==> src/bank_geom_pkg.sv <==
`default_nettype none

// Geometry of one accelerator memory bank.
// Both the data port and the configuration port address the bank in bytes,
// and the SRAM itself is indexed by 64-bit word.
package bank_geom_pkg;

    localparam int bank_data_width = 64;    // One SRAM word in bits.
    localparam int bank_addr_width = 12;    // Byte address width on both ports.
    localparam int config_data_width = 32;  // APB data bus width.

    // Byte-select bits that sit below the word index.
    localparam int addr_offset = $clog2(bank_data_width / 8);

    // Width of the SRAM word address after the byte select is dropped.
    localparam int word_index_width = bank_addr_width - addr_offset;

    // The top byte-select bit picks the low or the high 32-bit half.
    localparam int half_select_bit = addr_offset - 1;

endpackage

`default_nettype wire

==> src/apb_config_port.sv <==
`timescale 1ns/1ps
`default_nettype none

// APB completer for the configuration side of the bank.
// Writes finish in their first access cycle. Reads take two, since the SRAM
// needs a cycle to return data. The first cycle issues the read and the
// second presents it with pready.
module apb_config_port (
    input  wire                                         clk,
    input  wire                                         reset,

    // APB completer signals.
    input  wire                                         psel,
    input  wire                                         penable,
    input  wire                                         pwrite,
    input  wire [bank_geom_pkg::bank_addr_width-1:0]    paddr,
    input  wire [bank_geom_pkg::config_data_width-1:0]  pwdata,
    output logic [bank_geom_pkg::config_data_width-1:0] prdata,
    output logic                                        pready,
    output logic                                        pslverr,

    // Configuration strobes to the controller.
    output logic                                        config_en,
    output logic                                        config_wr,
    output logic                                        config_rd,
    output logic [bank_geom_pkg::bank_addr_width-1:0]   config_addr,
    output logic [bank_geom_pkg::config_data_width-1:0] config_wr_data,
    input  wire [bank_geom_pkg::config_data_width-1:0]  config_rd_data
);

    import bank_geom_pkg::*;

    logic                           access;     // APB access phase.
    logic                           read_phase; // Second access cycle of a read.
    logic [config_data_width-1:0]   prdata_reg; // Last read result.

    assign access = psel && penable;

    // The controller owns the SRAM for every access cycle.
    assign config_en      = access;
    assign config_wr      = access && pwrite;
    assign config_rd      = access && !pwrite && !read_phase;  // Read issue cycle only.
    assign config_addr    = paddr;
    assign config_wr_data = pwdata;

    // Set after the read is issued, then clears once the data has gone out.
    always_ff @(posedge clk or posedge reset) begin
        if (reset) begin
            read_phase <= 1'b0;
        end else begin
            read_phase <= access && !pwrite && !read_phase;
        end
    end

    // Writes complete at once, reads one cycle later.
    assign pready  = access && (pwrite || read_phase);
    assign pslverr = 1'b0;  // Every address in the bank is valid.

    // The read result is kept so prdata stays put after the transfer.
    always_ff @(posedge clk or posedge reset) begin
        if (reset) begin
            prdata_reg <= '0;
        end else if (access && read_phase) begin
            prdata_reg <= config_rd_data;
        end
    end

    // In the completing cycle the fresh half goes straight out.
    assign prdata = read_phase ? config_rd_data : prdata_reg;

    // The requester has to open a transfer with a setup phase.
    a_penable_needs_psel: assert property (
        @(posedge clk) disable iff (reset) $rose(penable) |-> psel
    ) else $error("apb_config_port: penable rose without psel");

endmodule

`default_nettype wire

==> config.mk <==
export PLATFORM = sky130hd
export DESIGN_NAME = apb_config_port
export DESIGN_NICKNAME = d
export VERILOG_FILES = /design/src/bank_geom_pkg.sv /design/src/apb_config_port.sv
export SDC_FILE = /design/constraint.sdc
export NUM_CORES = 1
export LEC_CHECK = 0
export BUFFER_PORTS_ARGS = -buffer_cell sky130_fd_sc_hd__clkbuf_2
export CORE_ASPECT_RATIO = 1.1
export CORE_MARGIN = 2
export CORE_UTILIZATION = 43
export CTS_CLUSTER_DIAMETER = 30
export DETAILED_ROUTE_END_ITERATION = 8
export GPL_TIMING_DRIVEN = 1
export HOLD_SLACK_MARGIN = 0.06
export PLACE_DENSITY = 0.92
export SLEW_MARGIN = 10
export SYNTH_ARGS = -nofsm -noshare
export SYNTH_HDL_FRONTEND = slang
export SYNTH_SLANG_ARGS = --single-unit
==> constraint.sdc <==
create_clock -name clk -period 2.8 [get_ports clk]
set_clock_uncertainty 0.1 [all_clocks]
set_input_delay 0 -clock clk [delete_from_list [all_inputs] [get_ports clk]]
set_output_delay 0 -clock clk [all_outputs]
set_load 0.005 [all_outputs]
# Word level (Yosys, flattened, before mapping)
# Cells that the tools add are included.
# totals
reg_bits,33
output_inout_bits,81
wordCells,12
# op_classes
muxes,1
n_reduce_logical,9
# ops
cell,n
32-bit two-way mux,1
1-bit logical AND,6
1-bit logical NOT,2
1-bit logical OR,1

# Longest topological paths before layout
# depth
depth_word,3
depth_mapped,4
depth_no_buf,2

# Worst setup path after synthesis
# OpenSTA, ideal clock, no wires.
# synth_path
kind,register to register
startpoint,register read_phase
endpoint,register prdata_reg[0]
arrival_time_ns,1.046
required_time_ns,2.575
slack_ns,1.529
path_stages_with_launch,5
path_buffers,2
path_cell_list,dfrtp_1 buf_4 nand3_4 buf_6 mux2_4
# synth_between
elab_chain_cells,1
# synth_lines
item,line_no,source
from (decl),apb_config_port.sv:34,logic read_phase;
from (signal assigned),apb_config_port.sv:51,read_phase <= access && !pwrite && !read_phase;
1-bit logical AND,apb_config_port.sv:63,end else if (access && read_phase) begin
to (signal assigned),apb_config_port.sv:64,prdata_reg <= config_rd_data;
to (decl),apb_config_port.sv:35,logic [config_data_width-1:0] prdata_reg;
# Every way passes these cells.
# A chain may end at the register's enable or synchronous reset.

# Worst setup path in the final report
# layout_path
startpoint,register read_phase
endpoint,register read_phase
# layout_between
elab_chain_cells,2
# layout_lines
item,line_no
1-bit logical NOT,apb_config_port.sv:51
1-bit logical AND,apb_config_port.sv:51
# Every way passes these cells.

==> impl_metrics.json <==
{
  "cts_sinks": 33,
  "die-height_um": 77.4,
  "drc": 0,
  "final_util": 0.654,
  "r2r-start": "read_phase",
  "antenna_found_initial": 0,
  "p_per_area_mw_per_mm2": 546,
  "syn_to_final_growth_pct": 45.5,
  "dieArea_mm2": 0.00547,
  "ant_nets": 0,
  "num_vias": 1524,
  "slew_violations": 0,
  "ys_seq_elements": 33,
  "avgSynthCellArea_um2": 13.3,
  "cts_resized": 0,
  "muxShareOfSynthArea": 0.396,
  "synth_nets": 239,
  "synth_top_family_by_area": "multiplexers",
  "worst_setup_path_start_kind": "register",
  "ys_warn_count": 0,
  "finalCritPeriodShare": 0.622,
  "start_util": 0.449,
  "period_needed_ns": 1.74,
  "worst_slack_ns": 1.06,
  "dp_hpwl_um": 2580,
  "via_per_inst": 4.72,
  "crit_arrival_ns": 1.85,
  "synth_xor_area_frac": 0,
  "place_congestion": 0.732,
  "grt_overflow": 0,
  "grt_pass1_wl_um": 7430,
  "synth_compound_area_frac": 0,
  "pin_count": 162,
  "max_freq_mhz": 574,
  "fin_setup_tns_ns": 0,
  "drive_above_1_share": 0.547,
  "synth_cells": 158,
  "mostFrequentLayoutCell": "dlygate4sd3_1",
  "htreeDepth": 2,
  "finalHoldViolCount": 0,
  "critical_path_class": "reg2reg",
  "drtPass1Iterations": 4,
  "grt_max_degree": 35,
  "maxCapViolCount": 0,
  "synth_cell_types": 13,
  "grt_usage": 0.175,
  "core.rowCount": 26,
  "rsz0062_at_grt": "no",
  "coreArea_mm2": 0.00468,
  "status": "complete, no violations",
  "syn_area_mm2": 0.00210,
  "synth_seq_area_share": 0.392,
  "fin_nets": 347,
  "worst_pin_slew_ns": 0.641,
  "vdd_drop_max_uv": 254,
  "cp_max_fo": 34,
  "io_buffers": 72,
  "n_antenna_cell": 0,
  "drt-total-wl_um": 4750,
  "cts_buffer_depth": 2,
  "final_cell_mix": "dlygate4sd3_1, clkbuf_2, mux2_2, dfrtp_1, mux2_4",
  "wl_per_cell_um": 14.7,
  "worstHoldPathType": "in2async",
  "cts.clk_slew.worst_paths_ns": 0.06,
  "grt_pass1_vias": 1554,
  "p_leak_nw": 1.57,
  "relSlewSlack": 0.573,
  "die_x_um": 70.7,
  "clk_latency_ns": 0.27,
  "largest_reg_flops": 32,
  "critical_path.startpoint": "read_phase",
  "place_ws_ns": 1.19,
  "required_ns": 2.91,
  "setup_violations": 0,
  "hold_ws_ns": 0.256,
  "synthAdderAreaFrac": 0,
  "cts_tree": "done",
  "end_kind": "register",
  "cts-root-buf": "clkbuf_8",
  "synth-simple-area-share": 0.0190,
  "numCtsBuffers": 5,
  "drt_iter0_markers": 86
}
cell families (layout without fill, tap and decap cells):
kind of cell	Yosys count	in the layout
other	1	1
buffers and inverters	54	163
flip-flops	33	33
multiplexers	64	64
AND/OR/NAND/NOR	6	6
final cells by class:
type | count | area (um^2)
Fill cell | 347 | 1620
Timing Repair Buffer | 153 | 1170
Multi-Input combinational cell | 71 | 877
Sequential cell | 33 | 826
Clock buffer | 7 | 86.3
Tap cell | 56 | 70.1
Clock inverter | 1 | 30.0
Inverter | 2 | 7.51
final timing paths:
| path | to | slack, ns | depth (start not counted) |
|---|---|---|---|
| worst max-delay path | read_phase | 1.06 | 3 |
| worst min-delay path | prdata_reg[7] | 0.26 | 4 |
| worst max register to register | read_phase | 1.06 | 3 |
| worst min register to register | prdata_reg[3] | 0.41 | 1 |
| max in group asynchronous | read_phase | 2.03 | 4 |
| min in group clk | config_en | 0.27 | 4 |
layer usage:
metal  track usage  up-vias  routed length (um)
met5             0        -                   0
met2         0.321       91                2620
met1         0.189      720                1700
li1              -      705                   -
met3        0.0429        8                 348
met4        0.0717        0                  85
critical path, cell delays in order, from the launching register on:
cell and delay, ns:
dfrtp_1 0.41, buf_4 0.27, nor3_1 0.30, dlygate4sd3_1 0.59
Yosys cell counts:
cell / number / area share
and3_1: 1 / 0.0030
buf_6: 3 / 0.016
buf_4: 46 / 0.16
inv_1: 2 / 0.0036
nand3_4: 1 / 0.0083
mux2_2: 34 / 0.18
buf_2: 3 / 0.0071
nand2_1: 1 / 0.0018
nor2_1: 2 / 0.0036
nor3_1: 1 / 0.0024
conb_1: 1 / 0.0018
dfrtp_1: 33 / 0.39
mux2_4: 30 / 0.21
timing repair:
item,4_1_cts,5_1_grt
setup buffers,0,0
endpoints found under the hold margin,110,0
hold buffers,79,0
metrics by stage:
stage | instance area, um^2 | instances | power [mW]
after floorplan | 2100 | 158 | 0.998
after global placement | 2160 | 236 | 1.11
final | 3060 | 323 | 1.67
after CTS | 3060 | 323 | 1.69
after global routing | 3060 | 323 | 1.78
after detailed placement | 2160 | 236 | 1.12
where the power goes:
| part | internal (mW) | switching (mW) |
|---|---|---|
| combinational | 0.389 | 0.173 |
| sequential | 0.590 | 0.0638 |
| clock | 0.290 | 0.165 |
(Power assumes the default switching activity.)
