--- config.mk ---
export PLATFORM = sky130hd
export DESIGN_NAME = sram_controller
export DESIGN_NICKNAME = d
export VERILOG_FILES = /design/src/bank_geom_pkg.sv /design/src/bank_word_pkg.sv /design/src/sram_controller.sv
export SDC_FILE = /design/constraint.sdc
export NUM_CORES = 1
export LEC_CHECK = 0
export BUFFER_PORTS_ARGS = -buffer_cell sky130_fd_sc_hd__buf_2
export CORE_AREA = 2 2 143 145
export DETAILED_ROUTE_END_ITERATION = 8
export DIE_AREA = 0 0 145 147
export HOLD_SLACK_MARGIN = 0.03
export PLACE_DENSITY = 0.54
export SYNTH_ARGS = -nofsm -noshare
export SYNTH_HDL_FRONTEND = slang
export SYNTH_SLANG_ARGS = --single-unit
--- constraint.sdc ---
create_clock -name clk -period 2.2 [get_ports clk]
set_input_delay 0.44 -clock clk [delete_from_list [all_inputs] [get_ports clk]]
set_output_delay 0.44 -clock clk [all_outputs]
set_load 0.05 [all_outputs]
--- src/bank_geom_pkg.sv ---
`default_nettype none

// Geometry of one accelerator memory bank.
// Both the data port and the configuration port address the bank in bytes,
// and the SRAM itself is indexed by 64-bit word.
package bank_geom_pkg;

    localparam int bank_data_width = 64;    // One SRAM word in bits.
    localparam int bank_addr_width = 12;    // Byte address width on both ports.
    localparam int config_data_width = 32;  // APB data bus width.

    // Byte-select bits that sit below the word index.
    localparam int addr_offset = $clog2(bank_data_width / 8);

    // Width of the SRAM word address after the byte select is dropped.
    localparam int word_index_width = bank_addr_width - addr_offset;

    // The top byte-select bit picks the low or the high 32-bit half.
    localparam int half_select_bit = addr_offset - 1;

endpackage

`default_nettype wire

--- src/bank_word_pkg.sv ---
`default_nettype none

// One bank word seen two ways.
// The data port moves it as a single 64-bit vector, while the
// configuration side assembles and reads it back in 32-bit halves.
package bank_word_pkg;

    typedef union packed {
        // Full word as stored in the SRAM.
        logic [bank_geom_pkg::bank_data_width-1:0] whole;
        // Same bits split for the 32-bit configuration bus.
        struct packed {
            logic [bank_geom_pkg::config_data_width-1:0] high;  // Bits 63 to 32.
            logic [bank_geom_pkg::config_data_width-1:0] low;   // Bits 31 to 0.
        } halves;
    } bank_word_t;

endpackage

`default_nettype wire

--- src/sram_controller.sv ---
`timescale 1ns/1ps
`default_nettype none

// Shared-memory arbiter for one bank.
// Configuration accesses take the SRAM ahead of the data port, and the data
// port is told so through data_stall. Configuration writes come in halves.
// The low half waits in a buffer and the high half commits the whole word.
module sram_controller (
    input  wire                                         clk,
    input  wire                                         reset,

    // Data port.
    input  wire                                         ren,
    input  wire                                         wen,
    input  wire [bank_geom_pkg::bank_addr_width-1:0]    addr,
    input  wire [bank_geom_pkg::bank_data_width-1:0]    data_in,
    output logic [bank_geom_pkg::bank_data_width-1:0]   data_out,
    output logic                                        data_stall,

    // Configuration strobes from the APB port.
    input  wire                                         config_en,
    input  wire                                         config_wr,
    input  wire                                         config_rd,
    input  wire [bank_geom_pkg::bank_addr_width-1:0]    config_addr,
    input  wire [bank_geom_pkg::config_data_width-1:0]  config_wr_data,
    output logic [bank_geom_pkg::config_data_width-1:0] config_rd_data,

    // SRAM macro side.
    output logic                                        cen,
    output logic                                        mem_wen,
    output logic [bank_geom_pkg::word_index_width-1:0]  mem_addr,
    output logic [bank_geom_pkg::bank_data_width-1:0]   mem_wdata,
    input  wire [bank_geom_pkg::bank_data_width-1:0]    mem_rdata
);

    import bank_geom_pkg::*;
    import bank_word_pkg::*;

    logic                           config_wr_buffed;   // Low half is waiting.
    logic [config_data_width-1:0]   config_wr_buffer;   // The waiting low half.
    logic                           mem_ren;            // SRAM read issued this cycle.
    logic                           mem_ren_delay;      // Read data is on mem_rdata.
    logic [bank_data_width-1:0]     data_out_reg;       // Last word read.
    logic                           config_hi_half;     // Config address hits the high half.
    bank_word_t                     commit_word;        // Word built from two halves.
    bank_word_t                     read_word;          // Read-back word split in halves.

    assign config_hi_half = config_addr[half_select_bit];

    // The data port waits whenever the configuration side owns the SRAM,
    // including the second cycle of a configuration read.
    assign data_stall = config_en;

    // Low-half configuration writes are parked here. Any high-half write
    // empties the buffer again, whether or not it commits.
    always_ff @(posedge clk or posedge reset) begin
        if (reset) begin
            config_wr_buffed <= 1'b0;
        end else if (config_en && config_wr) begin
            config_wr_buffed <= !config_hi_half;
        end
    end

    always_ff @(posedge clk) begin
        if (config_en && config_wr && !config_hi_half) begin
            config_wr_buffer <= config_wr_data;
        end
    end

    // New high half on top, buffered low half below.
    always_comb begin
        commit_word.halves.high = config_wr_data;
        commit_word.halves.low  = config_wr_buffer;
    end

    // SRAM request mux. Configuration wins, the data port gets the rest.
    always_comb begin
        cen       = 1'b0;
        mem_wen   = 1'b0;
        mem_ren   = 1'b0;
        mem_addr  = addr[addr_offset +: word_index_width];
        mem_wdata = data_in;
        if (config_en) begin
            mem_addr = config_addr[addr_offset +: word_index_width];
            if (config_wr && config_hi_half && config_wr_buffed) begin
                cen       = 1'b1;   // Full word is ready, so commit it.
                mem_wen   = 1'b1;
                mem_wdata = commit_word.whole;
            end else if (config_rd) begin
                cen     = 1'b1;     // First access cycle of a config read.
                mem_ren = 1'b1;
            end
            // Anything else is a buffer load or the second read cycle.
        end else begin
            cen     = ren | wen;
            mem_wen = wen;
            mem_ren = ren & ~wen;   // A write takes the cycle if both are up.
        end
    end

    // Remember that a read went out so its data is picked up next cycle.
    always_ff @(posedge clk or posedge reset) begin
        if (reset) begin
            mem_ren_delay <= 1'b0;
            data_out_reg  <= '0;
        end else begin
            mem_ren_delay <= mem_ren;
            data_out_reg  <= data_out;  // Holds the word until the next read.
        end
    end

    assign data_out = mem_ren_delay ? mem_rdata : data_out_reg;

    // Config read-back takes one half of the word just read.
    assign read_word.whole = data_out;
    assign config_rd_data  = config_hi_half ? read_word.halves.high : read_word.halves.low;

    // The APB port decodes a single transfer direction, so both strobes
    // together would mean the two blocks disagree on the phase.
    a_cfg_strobes_exclusive: assert property (
        @(posedge clk) disable iff (reset) !(config_wr && config_rd)
    ) else $error("sram_controller: config_wr and config_rd both high");

    // Read-back data only appears in the cycle after the issue, so the
    // configuration side must still own the SRAM then without a new issue.
    a_cfg_read_data_cycle: assert property (
        @(posedge clk) disable iff (reset) config_rd |=> config_en && !config_rd
    ) else $error("sram_controller: config read not followed by its data cycle");

endmodule

`default_nettype wire

After elaboration in Yosys (flattened, before gate mapping):

Index checks and enable logic that the tools add are counted.

* flip-flop bits (word level): 98
* bits in latches: 0
* RAM bits: 0
* memory bits (read-only): 0
* input bits: 191
* output and inout bits: 172
* logic and storage cells: 24
* memories: 0

* add/subtract/negate cells: 0
* $mul: 0
* divide/modulo/power cells: 0
* $lt $le $gt $ge: 0
* equality and inequality tests: 0
* shifts and indexed selects: 0
* multiplexer cells: 12
* bitwise operators: 3
* reduce and logical (&&, ||, !) cells: 5

Operators with widths (number)
* 64-bit two-way mux: 3
* 32-bit two-way mux: 1
* 9-bit two-way mux: 1
* 1-bit two-way mux: 7
* 1-bit logical AND: 4
* 1-bit bitwise AND: 1
* 1-bit logical NOT: 1
* 1-bit inverter: 1
* 1-bit bitwise OR: 1

Longest topological paths before layout:

* depth after elaboration: 4
* mapped depth: 5

Least setup slack after synthesis:

Ideal clock, no wire load.

* path type: input to output
* start: input port config_en
* end: output port cen
* data arrival time: 1.961 ns
* data required time: 1.760 ns
* setup slack: -0.201 ns
* stages: 4
* cell sequence: buf_2 > buf_2 > nor3_1 > o21ai_0

* longest elaborated chain between the ends: 1

Ends and longest elaborated chain
* start: declaration: line sram_controller.sv:21 `input wire config_en,`
* 1-bit two-way mux: line sram_controller.sv:83 `if (config_en) begin`
* end: declaration: line sram_controller.sv:29 `output logic cen,`

Every way passes these cells.

Worst setup path after layout:

* start: register mem_ren_delay
* end: output port config_rd_data[29] in the netlist's numbering

* longest elaborated chain between the ends: 2

Ends and longest elaborated chain
* start: declaration: line sram_controller.sv:42 `logic mem_ren_delay;`
* start signal: assignment: line sram_controller.sv:107 `mem_ren_delay <= mem_ren;`
* 64-bit two-way mux: line sram_controller.sv:112 `assign data_out = mem_ren_delay ? mem_rdata : data_out_reg;`
* 32-bit two-way mux: line sram_controller.sv:116 `assign config_rd_data = config_hi_half ? read_word.halves.high : read_word.halves.low;`
* end: declaration: line sram_controller.sv:26 `output logic [bank_geom_pkg::config_data_width-1:0] config_rd_data,`

Every way passes these cells.

==> results.json <==
{
  "violations": "setup timing",
  "ys_types": 18,
  "insertion_delay_ns": 0.35,
  "core_region_area_um2": 19800,
  "synth-edff-count": 32,
  "instances_no_fill": 969,
  "synth-seq-cells": 98,
  "synthAdderAreaFrac": 0,
  "drive_gt1_frac": 0.847,
  "die_area_um2": 21300,
  "grtUsageTotal": 0.167,
  "cp_max_fo": 8,
  "powerDensity_nw_per_um2": 841,
  "synth.avg_cell_area_um2": 16.4,
  "synth_mux_area_frac": 0.417,
  "netlist.area_leader.share": 0.334,
  "period_needed_ns": 2.42,
  "drt_iter0_markers": 103,
  "synth_commonest_cells": "127 x mux2_2, 66 x dfrtp_1, 42 x mux2_4",
  "p_total_mw": 7.61,
  "setup_violations": 44,
  "cts-root-buf": "clkbuf_16",
  "grt_pass1_vias": 4774,
  "largest_register_ffs": 64,
  "diodes": 0,
  "globalRoute.totalOverflow": 0,
  "nNetsFinal": 885,
  "drt-vias-per-instance": 4.42,
  "dp_hpwl_um": 12500,
  "busiest_layer": "met2",
  "skew_ns": 0.00699,
  "synth_cells": 301,
  "synthesis.nets": 492,
  "ys.flop_type": "dfrtp_1",
  "drv_slew": 0,
  "cts_tree": "yes",
  "grtUsageMet3": 0.0602,
  "crit_required_ns": 1.76,
  "dr_total_vias": 4279,
  "yosysWarnings": 0,
  "htreeDepth": 3,
  "cp_top_family": "multiplexers",
  "synth_area_leaders": "dfrtp_1 33%, mux2_2 29%, edfxtp_1 19%, mux2_4 13%, buf_6 2.7%",
  "use_met2": 0.313,
  "port_buffers": 357,
  "grt_pass1_wl_um": 27300,
  "drt_wl_total_um": 19500,
  "ios": 363,
  "fmax_ghz": 0.413,
  "rsz0062_at_grt": "yes",
  "start_util": 0.249,
  "netlist_area_um2": 4940,
  "die_w_um": 145,
  "cts_sinks": 98,
  "fillers": 1734,
  "crit_arrival_ns": 1.98,
  "synthXorXnorAreaFrac": 0,
  "critPathMaxStageDelay_ns": 0.43,
  "multi_input_comb_area_um2": 2330,
  "fin_crit_sh": 1.10,
  "slew_headroom": 0.720,
  "drt-pass1-iter-count": 4,
  "worst-setup-path-type": "reg -> out",
  "synth-async-reset-ratio": 0.673,
  "hold_viol": 0,
  "fp.dieH_um": 147,
  "syn_to_final_growth_pct": 83.0,
  "status": "finished with violations",
  "synth_most_common_cell": "mux2_2",
  "clk_path_buf_depth": 2,
  "cp_slowest_cell": "dfrtp_2",
  "clk_pin_slew_worst_paths_ns": 0.08,
  "hold_class": "in -> async",
  "seq_area_frac_synth": 0.529,
  "regArea_um2": 2610,
  "ir_worst_vdd_v": 0.000596,
  "gp_congestion": 0.863,
  "drt-wirelength-per-cell_um": 20.1,
  "antenna_left": 0,
  "grt_start_max_net_pins": 67,
  "tightest_slew_ns": 0.420,
  "crit_chain": "buf_12, buf_12, buf_16, mux2_4, mux2_2, buf_6",
  "synthSimpleGateAreaFrac": 0.00988,
  "dp_cells": 918,
  "end_kind": "output pin",
  "path_buf_inv": 4,
  "setup_slack_ns": -0.223,
  "met1_usage": 0.184,
  "startpoint_type": "flop",
  "cpMostUsedCell": "buf_12",
  "power.leakage_nw": 4.44,
  "synth_top_family_by_area": "multiplexers",
  "synth_area_leader_cell": "dfrtp_1",
  "antenna_found_initial": 1,
  "synth_compound_area_frac": 0.00532,
  "drc": 0,
  "rows": 52,
  "cts_buffers": 9,
  "reg2reg_setup_slack_ns": 0.65,
  "maxCapViolations": 0,
  "finalSetupTns_ns": -6.48
}
[cell usage in the layout, fill, tap and decap left out, types with 2 or more instances in the layout]
cell type  Yosys  final
buf_2          7    212
buf_6         12    107
mux2_4        42     92
mux2_2       127     77
dfrtp_1       66     65
buf_8          0     37
edfxtp_1      32     32
buf_4          2     30
clkbuf_16      0     10
buf_16         0      8
buf_12         0      8
clkinv_4       0      4
o21ai_1        0      2
inv_8          0      2
[metrics by stage]
step | util | setup WS (ns) | area (µm²) | hold slack (ns)
floorplan | - | 0.105 | 4940 | 0.494
detailed placement | 0.355 | 0.133 | 7050 | 0.490
global placement | 0.355 | 0.164 | 7050 | 0.489
finish | 0.456 | -0.223 | 9040 | 0.139
CTS | 0.430 | -0.239 | 8530 | 0.153
global route | 0.456 | -0.291 | 9040 | 0.150
[routing by layer]
metal / vias up / part of all wire / routed length (µm)
met1: 2097 / 0.37 / 7170
met2: 260 / 0.53 / 10300
li1: 1906 / - / -
met4: 2 / 0.012 / 227
met5: - / 0.00067 / 13
met3: 14 / 0.090 / 1750
[logic make-up after synthesis]
family / count (synthesis)
AO/OA/AOI/OAI: 4
buffers and inverters: 23
flip-flops: 98
AND/OR/NAND/NOR: 7
multiplexers: 169
[power breakdown]
| group | internal [mW] | leakage (nW) | total (mW) | switching, mW |
|---|---|---|---|---|
| clock | 0.802 | 0.146 | 1.59 | 0.788 |
| sequential | 2.11 | 1.07 | 2.19 | 0.0712 |
| combinational | 1.57 | 3.23 | 3.83 | 2.26 |
| total | 4.48 | 4.44 | 7.61 | 3.12 |
[what timing repair did]
| item | 4_1_cts | 5_1_grt |
|---|---|---|
| cloned | 9 | 1 |
| setup endpoints to repair | 92 | 145 |
| setup buffers | 20 | 10 |
| pin swaps | 1 | 0 |
| hold buffers | 0 | 0 |
| resized for setup | 246 | 173 |
[worst paths after layout]
| kind | from | to | cells after the start |
|---|---|---|---|
| worst max register to register | mem_ren_delay | data_out_reg[0] | 6 |
| worst max-delay path | mem_ren_delay | config_rd_data[29] | 6 |
| worst min-delay path | reset | data_out_reg[53] | 3 |
| worst min register to register | data_out_reg[50] | data_out_reg[50] | 1 |
| max in group asynchronous | reset | mem_ren_delay | 3 |
| min in group clk | config_wr_data[10] | config_wr_buffer[10] | 1 |
[cell type report]
cell class | instances | share of cell area
tap | 270 | 0.0374
clock inverter | 7 | 0.00816
clock buffer | 9 | 0.0249
multi-input combinational | 180 | 0.258
inverter | 2 | 0.000830
timing repair buffer | 403 | 0.382
sequential | 98 | 0.289
[worst reg2reg max path, delay by kind of cell (launching register included)]
| kind | cells | cell delay (ns) |
|---|---|---|
| buffers and inverters | 5 | 0.69 |
| muxes | 1 | 0.33 |
| DFF | 1 | 0.43 |
No activity file was read; power rests on OpenSTA's default activity.
